===== src/apb_pkg.sv =====
`default_nettype none

package apb_pkg;

    typedef logic [31:0] addr_t;
    typedef logic [31:0] data_t;
    typedef logic [3:0]  strb_t;
    typedef logic [2:0]  prot_t;

    // One command per APB transfer
    typedef struct packed {
        logic  write;
        prot_t prot;
        strb_t strb;
        addr_t addr;
        data_t wdata;
    } apb_cmd_t;

    // Rdata is zero for writes and errors
    typedef struct packed {
        logic  slverr;
        data_t rdata;
    } apb_rsp_t;

    // Master-driven APB signals
    typedef struct packed {
        logic  psel;
        logic  penable;
        logic  pwrite;
        prot_t pprot;
        strb_t pstrb;
        addr_t paddr;
        data_t pwdata;
    } apb_req_t;

    // Slave-driven APB signals
    typedef struct packed {
        logic  pready;
        logic  pslverr;
        data_t prdata;
    } apb_cpl_t;

endpackage

`default_nettype wire


===== src/apb_bridge_top.sv =====
`timescale 1ns/1ps
`default_nettype none

module apb_bridge_top #(
    parameter int NUM_REGS    = 16,
    parameter int WAIT_STATES = 1
) (
    input  wire logic              aclk,
    input  wire logic              aresetn,
    input  wire logic              i_cmd_valid,
    output logic                   o_cmd_ready,
    input  wire apb_pkg::apb_cmd_t i_cmd,
    output logic                   o_rsp_valid,
    input  wire logic              i_rsp_ready,
    output apb_pkg::apb_rsp_t      o_rsp
);

    apb_pkg::apb_req_t apb_req;
    apb_pkg::apb_cpl_t apb_cpl;

    apb_cmd_master u_master (
        .aclk        (aclk),
        .aresetn     (aresetn),
        .i_cmd_valid (i_cmd_valid),
        .o_cmd_ready (o_cmd_ready),
        .i_cmd       (i_cmd),
        .o_rsp_valid (o_rsp_valid),
        .i_rsp_ready (i_rsp_ready),
        .o_rsp       (o_rsp),
        .o_apb       (apb_req),
        .i_apb       (apb_cpl)
    );

    apb_reg_slave #(
        .NUM_REGS    (NUM_REGS),
        .WAIT_STATES (WAIT_STATES)
    ) u_slave (
        .aclk    (aclk),
        .aresetn (aresetn),
        .i_apb   (apb_req),
        .o_apb   (apb_cpl)
    );

endmodule

`default_nettype wire


===== src/apb_cmd_master.sv =====
`timescale 1ns/1ps
`default_nettype none

module apb_cmd_master (
    input  wire logic              aclk,
    input  wire logic              aresetn,
    input  wire logic              i_cmd_valid,
    output logic                   o_cmd_ready,
    input  wire apb_pkg::apb_cmd_t i_cmd,
    output logic                   o_rsp_valid,
    input  wire logic              i_rsp_ready,
    output apb_pkg::apb_rsp_t      o_rsp,
    output apb_pkg::apb_req_t      o_apb,
    input  wire apb_pkg::apb_cpl_t i_apb
);

    localparam int CMD_WIDTH = $bits(apb_pkg::apb_cmd_t);
    localparam int RSP_WIDTH = $bits(apb_pkg::apb_rsp_t);

    typedef enum logic [1:0] {
        IDLE,
        SETUP,
        ACCESS
    } state_t;

    state_t            r_state;
    state_t            w_next_state;

    logic              w_cmd_valid;
    logic              w_cmd_ready;
    apb_pkg::apb_cmd_t w_cmd;
    apb_pkg::apb_cmd_t r_cmd;

    logic              w_rsp_valid;
    logic              w_rsp_ready;
    apb_pkg::apb_rsp_t w_rsp;

    logic              w_done;

    skid_buffer #(
        .DATA_WIDTH(CMD_WIDTH)
    ) u_cmd_skid (
        .aclk    (aclk),
        .aresetn (aresetn),
        .i_valid (i_cmd_valid),
        .o_ready (o_cmd_ready),
        .i_data  (i_cmd),
        .o_valid (w_cmd_valid),
        .i_ready (w_cmd_ready),
        .o_data  (w_cmd)
    );

    skid_buffer #(
        .DATA_WIDTH(RSP_WIDTH)
    ) u_rsp_skid (
        .aclk    (aclk),
        .aresetn (aresetn),
        .i_valid (w_rsp_valid),
        .o_ready (w_rsp_ready),
        .i_data  (w_rsp),
        .o_valid (o_rsp_valid),
        .i_ready (i_rsp_ready),
        .o_data  (o_rsp)
    );

    // Completion waits for room in the response buffer, pready alone is not enough
    assign w_done      = (r_state == ACCESS) && i_apb.pready && w_rsp_ready;
    assign w_cmd_ready = (r_state == IDLE) || w_done;
    assign w_rsp_valid = w_done;

    always_comb begin
        w_rsp.slverr = i_apb.pslverr;
        w_rsp.rdata  = (!r_cmd.write && !i_apb.pslverr) ? i_apb.prdata : '0;
    end

    always_comb begin
        w_next_state = r_state;
        case (r_state)
            IDLE: begin
                if (w_cmd_valid) begin
                    w_next_state = SETUP;
                end
            end
            SETUP: w_next_state = ACCESS;
            ACCESS: begin
                if (w_done) begin
                    w_next_state = w_cmd_valid ? SETUP : IDLE;
                end
            end
            default: w_next_state = IDLE;
        endcase
    end

    always_ff @(posedge aclk or negedge aresetn) begin
        if (!aresetn) begin
            r_state <= IDLE;
        end else begin
            r_state <= w_next_state;
        end
    end

    // Held command keeps the bus fields stable for the whole transfer
    always_ff @(posedge aclk) begin
        if (w_cmd_valid && w_cmd_ready) begin
            r_cmd <= w_cmd;
        end
    end

    always_comb begin
        o_apb.psel    = (r_state != IDLE);
        o_apb.penable = (r_state == ACCESS);
        o_apb.pwrite  = r_cmd.write;
        o_apb.pprot   = r_cmd.prot;
        o_apb.pstrb   = r_cmd.strb;
        o_apb.paddr   = r_cmd.addr;
        o_apb.pwdata  = r_cmd.wdata;
    end

endmodule

`default_nettype wire


===== src/apb_reg_slave.sv =====
`timescale 1ns/1ps
`default_nettype none

module apb_reg_slave #(
    parameter int NUM_REGS    = 16,
    parameter int WAIT_STATES = 1
) (
    input  wire logic              aclk,
    input  wire logic              aresetn,
    input  wire apb_pkg::apb_req_t i_apb,
    output apb_pkg::apb_cpl_t      o_apb
);

    localparam int IDX_W = $clog2(NUM_REGS);
    localparam int CNT_W = $clog2(WAIT_STATES + 2);
    localparam apb_pkg::addr_t ADDR_LIMIT = apb_pkg::addr_t'(4 * NUM_REGS);

    apb_pkg::data_t   r_regs [NUM_REGS];
    logic [CNT_W-1:0] r_wait_cnt;
    logic [IDX_W-1:0] w_idx;
    logic             w_access;
    logic             w_ready;
    logic             w_commit;
    logic             w_err;

    assign w_idx    = i_apb.paddr[IDX_W+1:2];
    assign w_access = i_apb.psel && i_apb.penable;
    assign w_err    = (i_apb.paddr >= ADDR_LIMIT) || (i_apb.paddr[1:0] != 2'b00);

    // Counter runs one past WAIT_STATES so the commit cycle is seen only once
    assign w_ready  = w_access && (r_wait_cnt >= CNT_W'(WAIT_STATES));
    assign w_commit = w_access && (r_wait_cnt == CNT_W'(WAIT_STATES));

    always_ff @(posedge aclk or negedge aresetn) begin
        if (!aresetn) begin
            r_wait_cnt <= '0;
        end else if (!w_access) begin
            r_wait_cnt <= '0;
        end else if (r_wait_cnt != CNT_W'(WAIT_STATES + 1)) begin
            r_wait_cnt <= r_wait_cnt + 1'b1;
        end
    end

    always_ff @(posedge aclk or negedge aresetn) begin
        if (!aresetn) begin
            for (int i = 0; i < NUM_REGS; i++) begin
                r_regs[i] <= '0;
            end
        end else if (w_commit && i_apb.pwrite && !w_err) begin
            // Byte lanes follow pstrb
            for (int b = 0; b < 4; b++) begin
                if (i_apb.pstrb[b]) begin
                    r_regs[w_idx][8*b +: 8] <= i_apb.pwdata[8*b +: 8];
                end
            end
        end
    end

    always_comb begin
        o_apb.pready  = w_ready;
        o_apb.pslverr = w_ready && w_err;
        o_apb.prdata  = (w_ready && !i_apb.pwrite && !w_err) ? r_regs[w_idx] : '0;
    end

endmodule

`default_nettype wire


===== src/skid_buffer.sv =====
`timescale 1ns/1ps
`default_nettype none

module skid_buffer #(
    parameter int DATA_WIDTH = 32
) (
    input  wire logic                  aclk,
    input  wire logic                  aresetn,
    input  wire logic                  i_valid,
    output logic                       o_ready,
    input  wire logic [DATA_WIDTH-1:0] i_data,
    output logic                       o_valid,
    input  wire logic                  i_ready,
    output logic [DATA_WIDTH-1:0]      o_data
);

    logic                  r_skid_valid;
    logic [DATA_WIDTH-1:0] r_skid_data;
    logic                  w_main_load;
    logic                  w_in_fire;

    // Main register may take a new beat when empty or being drained
    assign w_main_load = !o_valid || i_ready;
    assign w_in_fire   = i_valid && o_ready;

    // Only a full skid entry stops the input
    assign o_ready = !r_skid_valid;

    always_ff @(posedge aclk or negedge aresetn) begin
        if (!aresetn) begin
            o_valid      <= 1'b0;
            r_skid_valid <= 1'b0;
        end else if (w_main_load) begin
            o_valid      <= r_skid_valid || i_valid;
            r_skid_valid <= 1'b0;
        end else if (w_in_fire) begin
            r_skid_valid <= 1'b1;
        end
    end

    always_ff @(posedge aclk) begin
        if (w_main_load) begin
            // Skid entry is older, so it goes first
            if (r_skid_valid) begin
                o_data <= r_skid_data;
            end else if (i_valid) begin
                o_data <= i_data;
            end
        end else if (w_in_fire) begin
            r_skid_data <= i_data;
        end
    end

endmodule

`default_nettype wire


===== config.mk =====
export PLATFORM = sky130hd
export DESIGN_NAME = apb_bridge_top
export DESIGN_NICKNAME = d
export VERILOG_FILES = /design/src/apb_pkg.sv /design/src/apb_bridge_top.sv /design/src/apb_cmd_master.sv /design/src/apb_reg_slave.sv /design/src/skid_buffer.sv
export SDC_FILE = /design/constraint.sdc
export NUM_CORES = 1
export LEC_CHECK = 0
export BUFFER_PORTS_ARGS = -buffer_cell sky130_fd_sc_hd__buf_4
export CAP_MARGIN = 40
export CORE_MARGIN = 2
export CORE_UTILIZATION = 32
export CTS_CLUSTER_DIAMETER = 40
export DETAILED_ROUTE_END_ITERATION = 8
export SLEW_MARGIN = 10
export SYNTH_ARGS = -nofsm -noshare
export SYNTH_HDL_FRONTEND = slang
export SYNTH_SLANG_ARGS = --single-unit
export TNS_END_PERCENT = 10

===== constraint.sdc =====
create_clock -name aclk -period 7.52 [get_ports aclk]
set_input_delay 0.376 -clock aclk [delete_from_list [all_inputs] [get_ports aclk]]
set_output_delay 0.376 -clock aclk [all_outputs]
set_load 0.005 [all_outputs]

== Word-level counts from Yosys, hierarchy flattened ==
Cells that the tools add are included.
Widths: inputs -> output; s select.
Storage, ports and cells
  register bits: 799
  bits of input ports: 76
  output and inout bits: 35
  logic and storage cells: 123
Operators by class
  $add $sub $neg: 1
  order comparisons: 4
  equal/unequal tests: 7
  multiplexer cells: 38
  bitwise gates (word level): 3
  reductions and logical operators: 40
Operators by type and width (count)
  $mux 512: 7
  $bwmux 512: 4
  $demux 32 s4: 4
  $mux 32: 5
  $mux 72: 2
  $bmux 32 s4: 1
  $mux 33: 2
  $ge 32x7->1 const B: 1
  $mux 24: 1
  $mux 16: 1
  $logic_and 1x1->1: 15
  $reduce_bool 2->1: 6
  $reduce_and 2->1: 5
  $mux 2: 4
  $mux 8: 1
  $ne 2x2->1 const B: 4
  $logic_not 1->1: 7
  $logic_or 1x1->1: 6
  $pmux 2 s3: 1
  $ge 5x5->1 const B: 1
  $lt 5x1->1 const B: 1
  $mux 1: 5
  $not 4->5: 1
  $eq 2x1->1 const B: 2
  5 further kinds: 6

== Logic depth before layout (Yosys ltp) ==
Gate-level depths: netlist (run 1).
  depth after elaboration: 16
  gate-level depth with buffers: 8
  gate-level depth less buffers: 6

== By module ==
From an unflattened synthesis (run 1), not the netlist that was laid out.
Second synthesis, totals
  cells, all modules: 1982
  area total of the unflattened synthesis: 34460.6 um^2
By module, submodules not included
  apb_reg_slave: times used 1, cells each 1517, area each 23936.7 um^2, sequential area each 12862.3 um^2
  skid_buffer at u_master.u_cmd_skid: times used 1, cells each 233, area each 5401.4 um^2, sequential area each 4374.2 um^2
  skid_buffer at u_master.u_rsp_skid: times used 1, cells each 112, area each 2600.0 um^2, sequential area each 2031.9 um^2
  apb_cmd_master: times used 1, cells each 120, area each 2522.4 um^2, sequential area each 2212.1 um^2

== Worst setup path after synthesis (run 1) ==
No wires, ideal clock.
  path kind: flip-flop to flip-flop
  from: register u_slave.r_wait_cnt[0]
  to: register u_master.u_cmd_skid.r_skid_data[0], enable pin
  library setup time: 0.595 ns
  arrival: 6.146 ns
  data required time: 6.925 ns
  slack: 0.779 ns
  cell stages (with the launch flop): 7
  path buffers: 0
  period minus slack after synthesis: 6.741 ns
  cell sequence: dfrtp_1 > inv_1 > ha_1 > nor2_1 > nor2b_1 > o21ai_0 > nor3b_1
On the way
  longest elaborated chain between the ends: 8
Ends and longest elaborated chain
  start, declared: line apb_reg_slave.sv:19  | logic [CNT_W-1:0] r_wait_cnt;
  start signal, assigned: line apb_reg_slave.sv:40  | r_wait_cnt <= r_wait_cnt + 1'b1;
  $ge 2x1->1: line apb_reg_slave.sv:31  | assign w_ready = w_access && (r_wait_cnt >= CNT_W'(WAIT_STATES));
  $logic_and 1x1->1: line apb_reg_slave.sv:31
  $logic_and 1x1->1 (2 in a row): line apb_cmd_master.sv:67  | assign w_done = (r_state == ACCESS) && i_apb.pready && w_rsp_ready;
  $logic_or 1x1->1: line apb_cmd_master.sv:68  | assign w_cmd_ready = (r_state == IDLE) || w_done;
  $logic_or 1x1->1: line skid_buffer.sv:23  | assign w_main_load = !o_valid || i_ready;
  $not 1->1 (no line)
  $reduce_and 2->1 (no line)
  end signal, assigned: line skid_buffer.sv:50  | r_skid_data <= i_data;
  end, declared: line skid_buffer.sv:18  | logic [DATA_WIDTH-1:0] r_skid_data;
Every way passes these cells.
A chain may end at the register's enable or synchronous reset.

== Final worst setup path (run 1) ==
  from: register u_master.r_cmd, in the netlist u_master.o_apb[35]
  to: register u_slave.r_regs[276] (netlist name)
On the way
  longest elaborated chain between the ends: 13
  elaborated cells on any way between the ends: 24
  classes of those cells: order compare: 3; mux: 16; bitwise: 1; reduce/logical: 4
Ends and longest elaborated chain
  start, declared: line apb_cmd_master.sv:32  | apb_pkg::apb_cmd_t r_cmd;
  start signal, assigned: line apb_cmd_master.sv:105  | r_cmd <= w_cmd;
  $not 4->5 (implied by the code): line apb_reg_slave.sv:53  | r_regs[w_idx][8*b +: 8] <= i_apb.pwdata[8*b +: 8];
  $demux 32 s4: line apb_reg_slave.sv:53
  $bwmux 512: line apb_reg_slave.sv:53
  $mux 512: line apb_reg_slave.sv:52  | if (i_apb.pstrb[b]) begin
  $mux 512: line apb_reg_slave.sv:49  | end else if (w_commit && i_apb.pwrite && !w_err) begin
  $bwmux 512: line apb_reg_slave.sv:53
  $mux 512: line apb_reg_slave.sv:52
  $mux 512: line apb_reg_slave.sv:49
  $bwmux 512: line apb_reg_slave.sv:53
  $mux 512: line apb_reg_slave.sv:52
  $mux 512: line apb_reg_slave.sv:49
  $bwmux 512: line apb_reg_slave.sv:53
  $mux 512: line apb_reg_slave.sv:52
  end signal, assigned by index: line apb_reg_slave.sv:53
  end, declared: line apb_reg_slave.sv:18  | apb_pkg::data_t r_regs [NUM_REGS];
Parallel ways exist; a longest one is shown, timed or not. The select of a mux whose other input is x is not followed.

==> flow_summary.rst, run 1 <==
.. list-table::
   :header-rows: 1

   * - Metric
     - Value
   * - Run status
     - complete, no violations
   * - Post-CTS setup-driven buffer insertion count
     - 0
   * - Wire length on met1
     - ~33 mm
   * - Standard-cell row count
     - 119
   * - Final setup viols
     - 0
   * - Core area
     - between 100,000 and 150,000 sq um
   * - Endpoint required time on the critical path
     - 8.04 ns
   * - Max FO, Critical Path
     - 35
   * - Number of max-cap violations
     - 0
   * - Amount of wire on met2 after detailed routing
     - 38.3 mm
   * - Count of distinct cell types in the synthesized netlist
     - 36
   * - Area of combinational cells with multiple inputs
     - between 10,000 and 15,000 sq um
   * - CTS tree
     - yes
   * - Share of the synthesized area in the top cell type
     - 38.0%
   * - Number of warnings reported in the yosys synthesis log
     - 0
   * - Maximum number of pins on one net before global-route repair
     - about 190
   * - Net count of the finished layout
     - 2,300
   * - Antenna-violating nets left
     - 0
   * - Critical Setup Path Class
     - reg -> reg
   * - Synth-to-Final Area Change
     - 20.7%
   * - Chip height
     - 331 um
   * - Diodes inserted
     - 0
   * - Initial antenna violation count
     - 1
   * - Clock tree skew after final layout
     - between 0.04 and 0.05 ns
   * - Slew headroom
     - 30.9%
   * - Worst-Skew Late Latency
     - approximately 0.7 ns
   * - Kind of end point of the critical path
     - register
   * - Most numerous cell types in the synthesized netlist
     - mux2_2, dfrtp_1, edfxtp_1, mux4_2, clkbuf_1
   * - Number of cells produced by synthesis
     - slightly above 2,000
   * - Fin crit period
     - between 3 and 4 ns
   * - Overall via count from detail_route
     - ~19,000
   * - CTS Sinks
     - a little under 800
   * - Number of optimization iterations in the first detailed-route pass
     - 5
   * - Via count normalized by instance count
     - 4.99
   * - RSZ-0062 raised after global routing
     - false
   * - Type of the worst min-delay path
     - in -> reg
   * - Number of enable-type register cells in the synthesized netlist
     - between 200 and 300
   * - First-pass GRT wire length
     - 121 mm
   * - Layout fillers
     - between 9,000 and 10,000
   * - Largest area contributor in the netlist
     - dfrtp_1
   * - Half-perimeter wire length of the detailed placement result
     - 48.9 mm
   * - Input/output buffers
     - around 110
   * - Maximum level of the CTS H-tree
     - 3
   * - Post-Synthesis Net Count
     - between 2,000 and 2,500
   * - Slew at the pin closest to its max-slew limit
     - slightly above 1 ns
   * - Sequential cell area
     - about 21,000 sq um
   * - Tcrit/Tclk final
     - between 40% and 50%
   * - WL/cell
     - between 20 and 25 um
   * - Final Routed Wirelength
     - 78.2 mm
   * - Routed wl met3
     - roughly 4.2 mm
   * - GRT Util Overall
     - 14.4%
   * - Hold violation count in the final report
     - 0
   * - Share of final-layout standard cells stronger than drive strength 1
     - around half
   * - Total Negative Setup Slacks
     - 0 ns
   * - Crit start category
     - register
   * - Critical path data arrival time
     - slightly above 4 ns
   * - Via count of the first global-routing pass
     - about 20,000
   * - Number of DRC markers in iteration 0
     - about 1,100
   * - Highest clock frequency the design can meet
     - about 0.28 GHz
   * - Total Die Area
     - around 110,000 sq um
   * - Post-Place Setup Slack
     - between 4 and 5 ns
   * - Power density normalized to cell area
     - around 320 nW/um^2
   * - Static leakage
     - roughly 18 nW
   * - Top-level I/O count
     - 111
   * - Most instantiated flip-flop cell in the synthesis netlist
     - dfrtp_1
   * - Initial Util
     - about 32%
   * - Sequential area share after synthesis
     - between 60 and 70%
   * - Inserted Clock Buffers
     - 111
   * - CTS max path bufs
     - 3
   * - Clock transition at the register clock pins on the worst setup and hold paths after CTS
     - 0.06 ns
   * - Total standard cell area after synthesis
     - approximately 34,000 sq um
   * - Syn avg cell area
     - ~17 sq um
   * - Post-synthesis sequential element count
     - a little under 800
   * - Pins over their slew limit
     - 0
   * - IR Drop Worst-Case VDD
     - roughly 0.43 mV
   * - Routability-driven placement congestion ratio
     - 0.733
   * - Width of the chip
     - between 300 and 400 um
   * - Number of remaining DRC errors
     - 0
   * - Most instantiated library cell after synthesis
     - mux2_2
   * - Top layer used by detailed routing
     - met5
   * - Root buffer selected by CTS
     - clkbuf_16
   * - Final WS setup
     - roughly 4 ns
   * - GRT Residual Overflow
     - 0
   * - Top cells by area in the synthesized netlist
     - dfrtp_1, edfxtp_1, mux2_2
   * - Asr flop ratio synth
     - around two thirds
[where the power goes]
part | internal, mW | switching, mW
combinational | 0.688 | 1.32
clock | 3.32 | 2.05
sequential | 5.25 | 0.623
total | 9.25 | 3.99
[flip-flops by register name, summed over array words and instances (netlist names)]
| register | cells |
|---|---|
| u_master.o_apb | 69 |
| u_master.r_state | 2 |
| u_master.u_cmd_skid.o_data | 69 |
| u_master.u_cmd_skid.o_valid | 1 |
| u_master.u_cmd_skid.r_skid_data | 69 |
| u_master.u_cmd_skid.r_skid_valid | 1 |
| u_master.u_rsp_skid.o_data | 33 |
| u_master.u_rsp_skid.o_valid | 1 |
| u_master.u_rsp_skid.r_skid_data | 33 |
| u_master.u_rsp_skid.r_skid_valid | 1 |
| u_slave.r_regs | 512 |
| u_slave.r_wait_cnt | 2 |
[metrics by stage]
stage | hold slack (ns) | area, sq um | power [mW] | util, % | std cells
after floorplan | 0.0804 | 34200 | 7.02 | - | 2038
after global placement | 0.370 | 36400 | 7.85 | 34.5 | 3418
after detailed placement | 0.385 | 36600 | 7.97 | 34.7 | 3427
after CTS | 0.0813 | 41300 | 13.4 | 39.0 | 3708
after global routing | 0.125 | 41300 | 13.8 | 39.1 | 3709
final | 0.144 | 41300 | 13.2 | 39.1 | 3709
[metal layers]
metal | GRT usage [%] | vias up
met1 | 18.4 | 9786
met2 | 24.2 | 425
met4 | 5.20 | 2
met3 | 3.22 | 154
met5 | 0 | -
li1 | - | 8155
[logic make-up (layout without fill, tap and decap cells)]
| group | count (synthesis) | after routing | synth area share (%) |
|---|---|---|---|
| flops | 793 | 793 | 62.0 |
| mux | 710 | 710 | 27.6 |
| buf+inv | 149 | 429 | 1.83 |
| fa+ha+maj | 3 | 3 | 0.110 |
| compound gates | 101 | 101 | 2.21 |
| simple gates | 281 | 281 | 6.25 |
| xor+xnor | 1 | 1 | 0.0256 |
[path summary, 6_finish.rpt]
path | end | slack [ns] | from | cells past startpoint
worst max-delay path | u_slave.r_regs[276] | 4.00 | u_master.o_apb[35] | 7
worst min-delay path | u_master.u_rsp_skid.r_skid_valid | 0.14 | i_rsp_ready | 3
worst max register to register | u_slave.r_regs[276] | 4.00 | u_master.o_apb[35] | 7
worst min register to register | u_master.o_apb[21] | 0.41 | u_master.u_cmd_skid.o_data[21] | 0
max in group asynchronous | u_master.u_cmd_skid.r_skid_valid | 5.75 | aresetn | 3
min in group asynchronous | u_slave.r_regs[3] | 0.29 | aresetn | 2
[layout by cell type (no fill, tap or decap), drive strengths merged, types with 3 or more instances in the layout]
| cell | synthesis | final |
|---|---|---|
| nand2 | 99 | 99 |
| o21ai | 34 | 34 |
| nor2 | 75 | 75 |
| a22o | 64 | 64 |
| ha | 3 | 3 |
| clkbuf | 100 | 127 |
| bufinv | 0 | 13 |
| mux2 | 581 | 581 |
| nand2b | 3 | 3 |
| nor2b | 3 | 3 |
| and4bb | 6 | 6 |
| clkinvlp | 0 | 15 |
| dfrtp | 520 | 520 |
| nor4 | 57 | 57 |
| edfxtp | 273 | 273 |
| mux4 | 128 | 128 |
| buf | 46 | 143 |
| or4 | 16 | 16 |
| and2 | 3 | 3 |
| nor4b | 4 | 4 |
| inv | 3 | 24 |
| clkinv | 0 | 34 |
| and4b | 4 | 4 |
| dlygate4sd3 | 0 | 71 |
[what timing repair did]
action | CTS | global route
gates resized for setup | 0 | 0
hold endpoints to repair | 180 | 0
endpoints found under the setup margin | 0 | 0
hold buffers | 71 | 0
[critical path: stages, from the launching register on]
cell	delay, ns
edfxtp_1	0.35
buf_4	0.45
buf_4	0.57
buf_12	0.32
and4b_1	0.42
nand2_1	0.15
nor4_4	0.67
mux2_2	0.41
[cell type report]
cell class | instances | share of cell area [%]
tap | 1391 | 4.22
multi-input combinational | 1096 | 30.1
sequential | 793 | 51.4
clock buffer | 127 | 7.15
timing repair buffer | 216 | 4.76
inverter | 3 | 0.0273
clock inverter | 83 | 2.38
(Power assumes the default switching activity.)
==> inputs of run 2 (changes only) <==
clock period = 3.19 ns   (was 7.52 ns; I/O delays follow)
==> run 2 against run 1 <==
Compared with the run above:
- via count is 0.80% higher
- critical endpoint is now u_slave.r_regs[20]
- largest power group unchanged
- sequential power is 140% higher
- non-clock buffer count is 71 higher
- highest routed layer is now met4
- critical path depth unchanged
- final area up 1.6%
- sequential cell count stayed put
==> flow_summary.rst, run 2 (synthesis results as in run 1) <==
.. list-table::
   :header-rows: 1

   * - Metric
     - Value
   * - Run status
     - complete, no violations
   * - Kind of cell adding the most delay to the critical path
     - buffers and inverters
   * - Max FO, Critical Path
     - 32
   * - Total Die Area
     - about 110,000 sq um
   * - Total Negative Setup Slacks
     - 0 ns
   * - Slew headroom
     - roughly two fifths
   * - Via count of the first global-routing pass
     - about 20,000
   * - Antenna-violating nets left
     - 0
   * - Maximum number of pins on one net before global-route repair
     - between 80 and 90
   * - First-pass GRT wire length
     - 122 mm
   * - WL/cell
     - between 20 and 25 um
   * - Clock transition at the register clock pins on the worst setup and hold paths after CTS
     - ~0.060 ns
   * - Synth-to-Final Area Change
     - 22.6%
   * - Root buffer selected by CTS
     - clkbuf_16
   * - Routability-driven placement congestion ratio
     - 0.743
   * - Reg power frac
     - a little over two fifths
   * - Number of remaining DRC errors
     - 0
   * - Initial antenna violation count
     - 4
   * - Number of optimization iterations in the first detailed-route pass
     - 5
   * - Most frequent cells in the layout
     - mux2_2, dfrtp_1, edfxtp_1
   * - Number of max-cap violations
     - 0
   * - Psw
     - 9.46 mW
   * - Largest register FFs
     - slightly above 500
   * - Top-level I/O count
     - ~110
   * - Core area
     - 106,000 sq um
   * - Net count of the finished layout
     - roughly 2,400
   * - Fin crit period
     - 2.93 ns
   * - Overall via count from detail_route
     - 18,670
   * - Hold-fix buffers at CTS
     - between 70 and 80
   * - Tcrit/Tclk final
     - 91.7%
   * - Max stage delay on crit path
     - between 0.6 and 0.7 ns
   * - Share of power burned in the clock network
     - roughly 40%
   * - Clock tree skew after final layout
     - 0.0409 ns
   * - Endpoint required time on the critical path
     - roughly 3.7 ns
   * - Final Routed Wirelength
     - between 70 and 80 mm
   * - Final setup viols
     - 0
   * - Width of the chip
     - about 330 um
   * - Quantity of gates resized following cts
     - 0
   * - CTS max path bufs
     - 3
   * - Power density normalized to cell area
     - around 750 nW/um^2
   * - Kind of end point of the critical path
     - register
   * - Cell Count, Final, Fillers Out
     - between 3,000 and 4,000
   * - Crit path buffers/inverters
     - 3
   * - Input/output buffers
     - approximately 110
   * - Post-CTS setup-driven buffer insertion count
     - 0
   * - Static leakage
     - roughly 18 nW
   * - GRT Util Overall
     - 14.6%
   * - Highest clock frequency the design can meet
     - 0.342 GHz
   * - Standard-cell row count
     - 119
   * - Maximum level of the CTS H-tree
     - 3
   * - P_int
     - between 20 and 25 mW
   * - Share of final-layout standard cells stronger than drive strength 1
     - approximately half
   * - Worst-Skew Late Latency
     - about 0.68 ns
   * - Sw Share
     - about 30%
   * - Pins over their slew limit
     - 0
   * - Crit start category
     - register
   * - IR Drop Worst-Case VDD
     - approximately 0.7 mV
   * - GRT Residual Overflow
     - 0
   * - Placed insts
     - roughly 3,500
   * - Relative contribution of combinational cells to total power
     - 15.9%
   * - Inserted Clock Buffers
     - approximately 110
   * - RSZ-0062 raised after global routing
     - false
   * - Number of DRC markers in iteration 0
     - roughly 1,300
   * - Initial Util
     - about 32%
   * - Ordered list of cells on the worst path
     - inv_1 > ha_1 > nand4b_1 > buf_4 > nor4_4 > buf_4 > mux2_2
   * - Chip height
     - about 330 um
   * - Critical Setup Path Class
     - reg -> reg
   * - Most flop-heavy register
     - u_slave.r_regs
   * - Startpoint of the lowest-slack register-to-register path
     - u_slave.r_wait_cnt[1]
   * - CTS Sinks
     - 793
   * - Slew at the pin closest to its max-slew limit
     - 0.876 ns
   * - Launch point of the critical path
     - u_slave.r_wait_cnt[1]
   * - Half-perimeter wire length of the detailed placement result
     - ~50 mm
   * - Critical path data arrival time
     - between 3 and 4 ns
   * - Worst path most repeated cell
     - buf_4
   * - Type of the worst min-delay path
     - in -> async
   * - Via count normalized by instance count
     - 4.94
   * - Hold violation count in the final report
     - 0
   * - CTS tree
     - yes
   * - Critical Path Slowest Stage Cell
     - buf_4
   * - Most common cell after layout, fill and taps aside
     - mux2_2
## run 2: cell count changes in the layout (fill, tap and decap cells not counted), moves of 4 or more
cell,change
buf_12,+13
buf_16,-4
buf_4,+64
clkbuf_8,+5
clkinv_1,-5
clkinvlp_4,-8
inv_4,+4
## run 2: path summary, 6_finish.rpt
check | endpoint | slack (ns) | cells after the start
worst max-delay path | u_slave.r_regs[20] | 0.26 | 7
worst min-delay path | u_slave.r_regs[379] | 0.14 | 2
worst max register to register | u_slave.r_regs[20] | 0.26 | 7
worst min register to register | u_master.o_apb[33] | 0.42 | 0
max in group asynchronous | u_master.u_cmd_skid.r_skid_valid | 2.12 | 3
min in group aclk | u_master.u_cmd_skid.r_skid_data[63] | 0.21 | 2
## run 2: power groups by stage
stage / Clock [mW] / Sequential (mW) / Combinational [mW]
floorplan: 0 / 13.0 / 3.56
global placement: 0 / 13.9 / 4.97
detailed placement: 0 / 14.0 / 5.05
CTS: 13.0 / 13.9 / 5.13
global route: 13.5 / 14.1 / 5.41
finish: 12.7 / 13.9 / 5.03
## run 2: worst reg2reg max path, delay by kind of cell (launching register included)
| kind | cells | cell delay (ns) |
|---|---|---|
| adders and majority gates | 1 | 0.15 |
| buffers and inverters | 3 | 1.00 |
| DFF | 1 | 0.40 |
| muxes | 1 | 0.36 |
| and+or+nand+nor | 2 | 0.91 |
## run 2: stage by stage
step	cell area (sq um)	setup slack [ns]	power [mW]	utilization (%)	hold WS (ns)
2_1_floorplan	34200	0.0225	16.5	-	-0.136
3_3_place_gp	37300	0.389	18.9	35.2	0.228
3_5_place_dp	37300	0.295	19.1	35.3	0.242
4_1_cts	42000	0.292	32.0	39.7	0.142
5_1_grt	42000	0.0781	33.0	39.7	0.180
6_report	42000	0.265	31.6	39.7	0.140
## run 2: area by class of cell
class                   count  area (sq um)
flip-flops and latches    793         21200
diodes                      1          2.50
multi-input cells        1096         12500
fillers                  9528         63800
clock inverters            72           855
well taps                1391          1740
inverters                   3          11.3
repair buffers            287          2570
clock buffers             138          3110
## run 2: metal layers
layer	GRT usage (%)	vias up	wire length [um]
li1	-	8314	-
met1	19.3	9828	34700
met2	24.0	384	38000
met3	2.80	144	3610
met4	5.29	0	2430
met5	0	-	0
